File: src/include/decode_consts.svh
`ifndef DECODE_CONSTS_SVH
`define DECODE_CONSTS_SVH

// Machine word and register file geometry
`define XLEN 64
`define REG_COUNT 32

// RV64 major opcodes, instr[6:0]
`define F7_ALUI 7'b0010011
`define F7_ALU 7'b0110011
`define F7_ALUIW 7'b0011011
`define F7_ALUW 7'b0111011
`define F7_LUI 7'b0110111
`define F7_AUIPC 7'b0010111
`define F7_JAL 7'b1101111
`define F7_JALR 7'b1100111
`define F7_BRANCH 7'b1100011
`define F7_LD 7'b0000011
`define F7_SD 7'b0100011

// funct7 values, instr[31:25]
`define F7_FIRST_ADD 7'b0000000
`define F7_FIRST_SUB 7'b0100000
`define F7_FIRST_MUL 7'b0000001

`endif

File: src/verilog/common.sv
`include "decode_consts.svh"

package common;

    typedef logic [`XLEN-1:0] word_t;
    typedef logic [$clog2(`REG_COUNT)-1:0] reg_idx_t;

    typedef struct packed {
        logic [6:0] funct7;
        reg_idx_t rs2;
        reg_idx_t rs1;
        logic [2:0] funct3;
        reg_idx_t rd;
        logic [6:0] opcode;
    } r_fmt_t;

    typedef struct packed {
        logic [11:0] imm;
        reg_idx_t rs1;
        logic [2:0] funct3;
        reg_idx_t rd;
        logic [6:0] opcode;
    } i_fmt_t;

    typedef struct packed {
        logic [6:0] imm_hi;
        reg_idx_t rs2;
        reg_idx_t rs1;
        logic [2:0] funct3;
        logic [4:0] imm_lo;
        logic [6:0] opcode;
    } s_fmt_t;

    // Branch offset is scattered, bit 0 is implied zero
    typedef struct packed {
        logic imm12;
        logic [5:0] imm10_5;
        reg_idx_t rs2;
        reg_idx_t rs1;
        logic [2:0] funct3;
        logic [3:0] imm4_1;
        logic imm11;
        logic [6:0] opcode;
    } b_fmt_t;

    typedef struct packed {
        logic [19:0] imm;
        reg_idx_t rd;
        logic [6:0] opcode;
    } u_fmt_t;

    typedef struct packed {
        logic imm20;
        logic [9:0] imm10_1;
        logic imm11;
        logic [7:0] imm19_12;
        reg_idx_t rd;
        logic [6:0] opcode;
    } j_fmt_t;

    typedef union packed {
        r_fmt_t r_fmt;
        i_fmt_t i_fmt;
        s_fmt_t s_fmt;
        b_fmt_t b_fmt;
        u_fmt_t u_fmt;
        j_fmt_t j_fmt;
    } instr_u;

endpackage

File: src/verilog/pipes.sv
package pipes;

    typedef enum logic [3:0] {
        ALUI,
        ALU,
        ALUIW,
        ALUW,
        LUI,
        AUIPC,
        JAL,
        JALR,
        BEQ,
        BNE,
        BLT,
        BGE,
        BLTU,
        BGEU,
        LD,
        SD
    } decode_op_t;

    typedef enum logic [4:0] {
        ADD,
        SUB,
        XOR,
        OR,
        AND,
        SLT,
        SLTU,
        SLL,
        SRL,
        SRA,
        MULT,
        DIV,
        DIVU,
        REM,
        REMU,
        CPYB,
        COMPARE
    } alufunc_t;

    // Bundle handed to execute
    typedef struct packed {
        decode_op_t op;
        alufunc_t alufunc;
        logic regwrite;
        common::reg_idx_t rd;
        common::word_t imm;
        common::word_t src1;
        common::word_t src2;
    } decoded_t;

endpackage

File: src/verilog/decode_stage.sv
`timescale 1ns/1ps

module decode_stage (
    input logic clk,
    input logic rst_n,
    input logic [31:0] instr,
    input logic instr_valid,
    input logic wb_en,
    input common::reg_idx_t wb_rd,
    input common::word_t wb_data,
    output pipes::decoded_t dec,
    output logic dec_valid
);
    import common::*;
    import pipes::*;

    instr_u instr_w;
    decode_op_t op;
    alufunc_t alufunc;
    logic regwrite;
    word_t imm;
    word_t src1;
    word_t src2;
    decoded_t dec_next;

    assign instr_w = instr_u'(instr);

    decoder u_decoder (
        .instr(instr),
        .op(op),
        .alufunc(alufunc),
        .regwrite(regwrite)
    );

    imm_gen u_imm_gen (
        .instr(instr_w),
        .imm(imm)
    );

    // Read addresses come straight from the R layout, unused fields are harmless
    regfile u_regfile (
        .clk(clk),
        .rst_n(rst_n),
        .rs1(instr_w.r_fmt.rs1),
        .rs2(instr_w.r_fmt.rs2),
        .src1(src1),
        .src2(src2),
        .wen(wb_en),
        .rd(wb_rd),
        .wdata(wb_data)
    );

    always_comb begin
        dec_next.op = op;
        dec_next.alufunc = alufunc;
        dec_next.regwrite = regwrite;
        dec_next.rd = instr_w.r_fmt.rd;
        dec_next.imm = imm;
        dec_next.src1 = src1;
        dec_next.src2 = src2;
    end

    always_ff @(posedge clk) begin
        if (!rst_n) begin
            dec <= '0;
            dec_valid <= 1'b0;
        end else begin
            dec_valid <= instr_valid;
            if (instr_valid)
                dec <= dec_next;
        end
    end

endmodule

File: src/verilog/decoder.sv
`timescale 1ns/1ps
`include "decode_consts.svh"

module decoder (
    input logic [31:0] instr,
    output pipes::decode_op_t op,
    output pipes::alufunc_t alufunc,
    output logic regwrite
);
    import pipes::*;

    logic [6:0] opcode;
    logic [2:0] funct3;
    logic [6:0] f7_first;

    assign opcode = instr[6:0];
    assign funct3 = instr[14:12];
    assign f7_first = instr[31:25];

    // Immediate forms only look at bit 30 for the shift kind
    function automatic alufunc_t imm_func(input logic [2:0] f3, input logic arith);
        case (f3)
            3'b000: imm_func = ADD;
            3'b100: imm_func = XOR;
            3'b110: imm_func = OR;
            3'b111: imm_func = AND;
            3'b010: imm_func = SLT;
            3'b011: imm_func = SLTU;
            3'b001: imm_func = SLL;
            default: imm_func = arith ? SRA : SRL;
        endcase
    endfunction

    // Register forms, funct7 picks base or M extension
    function automatic alufunc_t reg_func(input logic [2:0] f3, input logic [6:0] f7);
        logic m_ext;
        logic sub;
        m_ext = (f7 == `F7_FIRST_MUL);
        sub = (f7 == `F7_FIRST_SUB);
        case (f3)
            3'b000: begin
                if (sub)
                    reg_func = SUB;
                else if (m_ext)
                    reg_func = MULT;
                else
                    reg_func = ADD;
            end
            3'b100: reg_func = m_ext ? DIV : XOR;
            3'b110: reg_func = m_ext ? REM : OR;
            3'b111: reg_func = m_ext ? REMU : AND;
            3'b010: reg_func = SLT;
            3'b011: reg_func = SLTU;
            3'b001: reg_func = SLL;
            default: begin
                if (sub)
                    reg_func = SRA;
                else if (m_ext)
                    reg_func = DIVU;
                else
                    reg_func = SRL;
            end
        endcase
    endfunction

    always_comb begin
        // Unknown opcodes fall through as a harmless non-writing ALUI
        op = ALUI;
        alufunc = ADD;
        regwrite = 1'b0;

        case (opcode)
            `F7_ALUI: begin
                op = ALUI;
                regwrite = 1'b1;
                alufunc = imm_func(funct3, instr[30]);
            end
            `F7_ALU: begin
                op = ALU;
                regwrite = 1'b1;
                alufunc = reg_func(funct3, f7_first);
            end
            `F7_ALUIW: begin
                op = ALUIW;
                regwrite = 1'b1;
                alufunc = imm_func(funct3, instr[30]);
            end
            `F7_ALUW: begin
                op = ALUW;
                regwrite = 1'b1;
                alufunc = reg_func(funct3, f7_first);
            end
            `F7_LUI: begin
                op = LUI;
                regwrite = 1'b1;
                alufunc = CPYB;
            end
            `F7_AUIPC: begin
                op = AUIPC;
                regwrite = 1'b1;
            end
            `F7_JAL: begin
                op = JAL;
                regwrite = 1'b1;
            end
            `F7_JALR: begin
                op = JALR;
                regwrite = 1'b1;
            end
            `F7_BRANCH: begin
                case (funct3)
                    3'b000: begin
                        op = BEQ;
                        alufunc = COMPARE;
                    end
                    3'b001: begin
                        op = BNE;
                        alufunc = COMPARE;
                    end
                    3'b100: begin
                        op = BLT;
                        alufunc = SLT;
                    end
                    3'b101: begin
                        op = BGE;
                        alufunc = SLT;
                    end
                    3'b110: begin
                        op = BLTU;
                        alufunc = SLTU;
                    end
                    3'b111: begin
                        op = BGEU;
                        alufunc = SLTU;
                    end
                    default: begin
                        op = ALUI;
                        alufunc = ADD;
                    end
                endcase
            end
            `F7_LD: begin
                op = LD;
                regwrite = 1'b1;
            end
            `F7_SD: begin
                op = SD;
            end
            default: begin
                op = ALUI;
                regwrite = 1'b0;
            end
        endcase
    end

endmodule

File: src/verilog/imm_gen.sv
`timescale 1ns/1ps
`include "decode_consts.svh"

module imm_gen (
    input common::instr_u instr,
    output common::word_t imm
);
    import common::*;

    word_t imm_i;
    word_t imm_s;
    word_t imm_b;
    word_t imm_u;
    word_t imm_j;

    assign imm_i = {{(`XLEN-12){instr.i_fmt.imm[11]}}, instr.i_fmt.imm};

    assign imm_s = {{(`XLEN-12){instr.s_fmt.imm_hi[6]}},
                    instr.s_fmt.imm_hi, instr.s_fmt.imm_lo};

    assign imm_b = {{(`XLEN-13){instr.b_fmt.imm12}},
                    instr.b_fmt.imm12, instr.b_fmt.imm11,
                    instr.b_fmt.imm10_5, instr.b_fmt.imm4_1, 1'b0};

    // Upper immediate sits at bit 12 and still sign-extends to XLEN
    assign imm_u = {{(`XLEN-32){instr.u_fmt.imm[19]}}, instr.u_fmt.imm, 12'b0};

    assign imm_j = {{(`XLEN-21){instr.j_fmt.imm20}},
                    instr.j_fmt.imm20, instr.j_fmt.imm19_12,
                    instr.j_fmt.imm11, instr.j_fmt.imm10_1, 1'b0};

    always_comb begin
        case (instr.r_fmt.opcode)
            `F7_ALUI, `F7_ALUIW, `F7_LD, `F7_JALR: imm = imm_i;
            `F7_SD: imm = imm_s;
            `F7_BRANCH: imm = imm_b;
            `F7_LUI, `F7_AUIPC: imm = imm_u;
            `F7_JAL: imm = imm_j;
            // R-type carries no immediate
            default: imm = '0;
        endcase
    end

endmodule

File: src/verilog/regfile.sv
`timescale 1ns/1ps
`include "decode_consts.svh"

module regfile (
    input logic clk,
    input logic rst_n,
    input common::reg_idx_t rs1,
    input common::reg_idx_t rs2,
    output common::word_t src1,
    output common::word_t src2,
    input logic wen,
    input common::reg_idx_t rd,
    input common::word_t wdata
);
    import common::*;

    // x0 has no storage
    word_t regs [1:`REG_COUNT-1];
    logic wr_live;

    assign wr_live = wen && (rd != '0);

    always_ff @(posedge clk) begin
        if (!rst_n) begin
            for (int i = 1; i < `REG_COUNT; i++) begin
                regs[i] <= '0;
            end
        end else if (wr_live) begin
            regs[rd] <= wdata;
        end
    end

    // Same-cycle write wins over the stored value
    function automatic word_t read_port(input reg_idx_t idx);
        if (idx == '0)
            read_port = '0;
        else if (wr_live && (idx == rd))
            read_port = wdata;
        else
            read_port = regs[idx];
    endfunction

    always_comb begin
        src1 = read_port(rs1);
        src2 = read_port(rs2);
    end

endmodule
File: config.mk
export PLATFORM = sky130hd
export DESIGN_NAME = decode_stage
export DESIGN_NICKNAME = d
export VERILOG_FILES = /design/src/verilog/common.sv /design/src/verilog/pipes.sv /design/src/verilog/decode_stage.sv /design/src/verilog/decoder.sv /design/src/verilog/imm_gen.sv /design/src/verilog/regfile.sv
export VERILOG_INCLUDE_DIRS = /design/src /design/src/include
export SDC_FILE = /design/constraint.sdc
export NUM_CORES = 2
export LEC_CHECK = 0
export BUFFER_PORTS_ARGS = -buffer_cell sky130_fd_sc_hd__clkbuf_2
export CELL_PAD_IN_SITES_DETAIL_PLACEMENT = 1
export CELL_PAD_IN_SITES_GLOBAL_PLACEMENT = 1
export CORE_ASPECT_RATIO = 0.5
export CORE_UTILIZATION = 30
export DETAILED_ROUTE_END_ITERATION = 8
export PLACE_DENSITY = 0.6
export RECOVER_POWER = 100
export REMOVE_ABC_BUFFERS = 1
export SYNTH_ARGS = -nofsm -noshare
export SYNTH_HDL_FRONTEND = slang
export SYNTH_SLANG_ARGS = --single-unit
File: constraint.sdc
create_clock -name clk -period 19.6 [get_ports clk]
set_input_delay 3.92 -clock clk [delete_from_list [all_inputs] [get_ports clk]]
set_output_delay 3.92 -clock clk [all_outputs]
set_load 0.05 [all_outputs]
==> results summary <==
The critical register-to-register path startpoint is u_regfile.regs[27][28]. For this design the static power due to leakage is 41.5 nW. The required arrival time at the worst endpoint is 19,980 ps. The average cell area after synthesis is 15.0 um2.

The register bit total from synthesis is 2,224. The number of setup violations in the final report is 0. The residual overflow from global routing is 0. The period utilization came out at 72.4%. The floorplan has 160 rows. The number of synthesized flops with an enable pin came out at 2,048. The number of setup buffers added after CTS is 0. In this run the worst setup path terminates at u_regfile.regs[16][6]. The total area inside the core boundary comes to 381,000 um2. For the pin with the worst max-slew slack, the measured transition is 8860 ps. The via count of the first global-routing pass came out at 76,400. The final wirelength came out at 480,000 um. 313 I/O pins were placed. The power consumption came out at 11.5 mW.

The total negative slack came out at 0 ps. The smallest clock period supported by the final layout is computed as 14,200 ps. The number of buffers added on ports is 312. The number of hold buffers added after cts is 0. The routability-driven placement congestion ratio is 0.816. The layout net count is 7,749. For this run, the total global-route usage over all layers was measured as 24.1%.

The clock latency at the later pin of the worst-skew pair is 940 ps. After the first detailed-routing iteration, the DRC count stood at 11,800. The count of clock tree sinks came out at 2,224. The maximum operating frequency came out at 70.4 MHz. TritonCTS built the clock tree. The number of endpoints with negative hold slack in the final report is 0. The cell at the slowest stage of the critical path is sky130_fd_sc_hd__clkbuf_1.

Of all nets on the critical path, the largest fanout is 35. The checks that failed: max-capacitance violations, max-slew violations. The number of filler instances in the final layout is 39,300. The initial utilization of the core area, before any placement, comes to 30.2%. The average detailed-routed wire length per instance came out at 37.0 um. In this run the critical register-to-register path is captured at dec[28].

By area the synthesized netlist is led by sky130_fd_sc_hd__edfxtp_1, sky130_fd_sc_hd__mux4_2, sky130_fd_sc_hd__and2_1. The post-cts repair resize count came out at 0. The worst slew slack as a fraction of its limit came out at -491%. The most used flip-flop cell after synthesis is sky130_fd_sc_hd__edfxtp_1. In this design, the critical path's most frequently occurring cell is sky130_fd_sc_hd__clkbuf_1. The root buffer cell is sky130_fd_sc_hd__clkbuf_16. The number of levels in the clock H-tree is 4.

The total standard cell area after synthesis came out at 115,000 um2. The global-route wire length before repair came out at 651,000 um. The minimum setup slack among reg-to-reg paths is 17,060 ps. The fraction of the yosys area taken by sequential cells came out at 56.6%. The most critical setup path has its startpoint at rst_n.

The area added between synthesis and finish came out at 11.5%. The worst clock skew came out at 57.4 ps. The initial antenna violation count is 75. The number of library cell types mapped by synthesis is 73. STA puts the critical path data arrival time at 14,580 ps.

Synthesis produced 7,645 cells. The maximum root-to-sink buffer count came out at 4. The nature of the critical path endpoint is a flop.

The die covers 386,000 um2. The critical path goes through clkbuf_1, nand2_1, nor2_1, nand3b_1, clkbuf_1, o21ai_0, clkbuf_1, clkbuf_1. The total CTS buffers came out at 236.

The smallest hold slack is 451 ps. The worst setup path is of the in2reg kind. The run finished, with violations left. The maximum number of pins on one net before global-route repair came out at 140. The maximum resistive drop on vdd came out at 0.0814 mV. The power per cell area is 90.0 nW/um2. The share of Yosys cell area claimed by the top area cell type came out at 53.5%. The tool flagged a number of max-cap violations equal to 183. The async set-reset flop share out of synthesis is 0%.

For this run, the detailed router's first-pass iteration total came to 5. The most area-hungry cell type in the Yosys netlist is sky130_fd_sc_hd__edfxtp_1. The width of the die is 877 um. The vertical extent of the die came out at 440 um. The number of remaining DRC errors came out at 0. The share of final-layout standard cells stronger than drive strength 1 is 20.1%. After detailed routing, the number of vias per cell comes to 5.93. Setup repair after global routing left no endpoint under its margin. The number of antenna-violating nets in the routed design is 0. In this run the worst hold path is classified as reg2reg. The startpoint type of the worst setup path is an input port. The detailed-route via count came out at 77,000. The final count of pins violating max slew came out at 4,945. The number of cells on the worst reg-to-reg path came out at 5.

For this run, the slowest stage of the critical path takes 3570 ps. After clock tree synthesis, the clock-pin slew on the worst setup and hold paths is 60 ps. The placed wire-length estimate after detailed placement came out at 271,000 um. The yosys synthesis warning count is 0.
## registers in the layout, indices dropped and copies added (netlist names)
signal / cells
u_regfile.regs: 2048
dec: 175
dec_valid: 1
## through the flow
| stage | std cells | instance area, um2 | setup WS [ps] | utilization (%) |
|---|---|---|---|---|
| finish | 13000 | 128000 | 5400 | 33.7 |
| global route | 13000 | 128000 | 5650 | 33.7 |
| CTS | 12900 | 129000 | 11330 | 34.0 |
| detailed placement | 12500 | 122000 | 10370 | 32.0 |
| global placement | 12500 | 122000 | 10380 | 32.0 |
| floorplan | 6862 | 111000 | 4770 | - |
## layout by cell type (no fill, tap or decap), types with 40 or more instances in the layout
master                      synthesis  final
sky130_fd_sc_hd__edfxtp_1        2048   2048
sky130_fd_sc_hd__and2_0             0   1043
sky130_fd_sc_hd__mux4_2           960    960
sky130_fd_sc_hd__and2_1          1994    951
sky130_fd_sc_hd__clkbuf_1         574    473
sky130_fd_sc_hd__mux2i_1          320    320
sky130_fd_sc_hd__clkbuf_16          0    240
sky130_fd_sc_hd__nand2_1          185    185
sky130_fd_sc_hd__dfxtp_1          176    176
sky130_fd_sc_hd__a22oi_1          115    115
sky130_fd_sc_hd__mux2_2           114    114
sky130_fd_sc_hd__o22ai_1          105    105
sky130_fd_sc_hd__o21ai_0           94     92
sky130_fd_sc_hd__buf_4             68     89
sky130_fd_sc_hd__nand3_1           70     70
sky130_fd_sc_hd__conb_1             1     64
sky130_fd_sc_hd__o211ai_1          60     60
sky130_fd_sc_hd__nor2_1            68     53
sky130_fd_sc_hd__a21oi_1           50     50
sky130_fd_sc_hd__a221o_1           49     49
sky130_fd_sc_hd__a211oi_1          48     48
sky130_fd_sc_hd__clkinv_1           0     48
sky130_fd_sc_hd__a22o_1            47     47
sky130_fd_sc_hd__clkinv_2           0     44
sky130_fd_sc_hd__diode_2            0     41
sky130_fd_sc_hd__o221ai_1          40     40
## routing by layer
metal	global-route usage, %	up-vias	wire length, um
met2	38.6	5068	222000
met4	10.1	6	21900
met1	32.6	41400	187000
met3	3.89	984	48900
li1	-	29500	-
met5	0	-	40
## layout make-up
type,instances,area [um2],share of cell area [%]
clock buffer,317,6460,5.04
inverter,9,33.8,0.0264
clock inverter,117,967,0.755
tap,5103,6380,4.98
multi-input combinational,4629,46600,36.3
sequential,2224,65000,50.7
timing repair buffer,544,2620,2.04
antenna,41,103,0.0800
## power by group
part | leakage [nW] | switching (mW) | internal, mW | total (mW)
clock network | 3.66 | 2.03 | 2.51 | 4.53
registers | 20.9 | 0.178 | 5.47 | 5.65
logic | 16.9 | 0.862 | 0.498 | 1.36
total | 41.5 | 3.07 | 8.47 | 11.5
## how the worst min path moves through the flow
stage / startpoint / endpoint / slack, ps / cells past startpoint
floorplan: dec[206] / dec[206] / 670 / 2
global placement: dec[153] / dec[153] / 440 / 2
detailed placement: dec[131] / dec[131] / 440 / 2
CTS: dec[131] / dec[131] / 460 / 2
global route: dec[141] / dec[141] / 480 / 2
finish: dec[131] / dec[131] / 450 / 2
## worst max-delay path: cells and delay by family
kind            cells  cell delay, ps
compound gates      1            3560
simple gates        3             390
buf+inv             4            6570
## synthesized netlist by cell type, drive strengths merged, types with 3 or more instances
master and instances:
or4 3, or3b 5, a2111oi 48, and2 1994, nor2b 26, a22oi 115, o22ai 105, mux2 114
or2 4, nand4 3, o31ai 4, a221o 49, mux2i 320, nand2 185, nand3 70, a22o 47
nor2 68, clkbuf 574, nor3 19, buf 272, o21a 3, xor2 5, xnor2 5, nor3b 5
nand2b 10, o22a 8, dfxtp 176, o211ai 60, o21ai 96, inv 9, a41oi 4, o41ai 8
o221ai 40, a221oi 24, or3 4, a32oi 4, a211oi 48, and3 6, a21oi 50, nor4 10
mux4 960, nand3b 9, edfxtp 2048
## cells by family after synthesis
kind of cell	synth area share [%]
buffers and inverters	3.28
multiplexers	22.7
other	0.00326
AO/OA/AOI/OAI	4.70
AND/OR/NAND/NOR	12.6
XOR/XNOR	0.0762
flip-flops	56.6
Note: power is estimated with default switching activity, not from simulation.
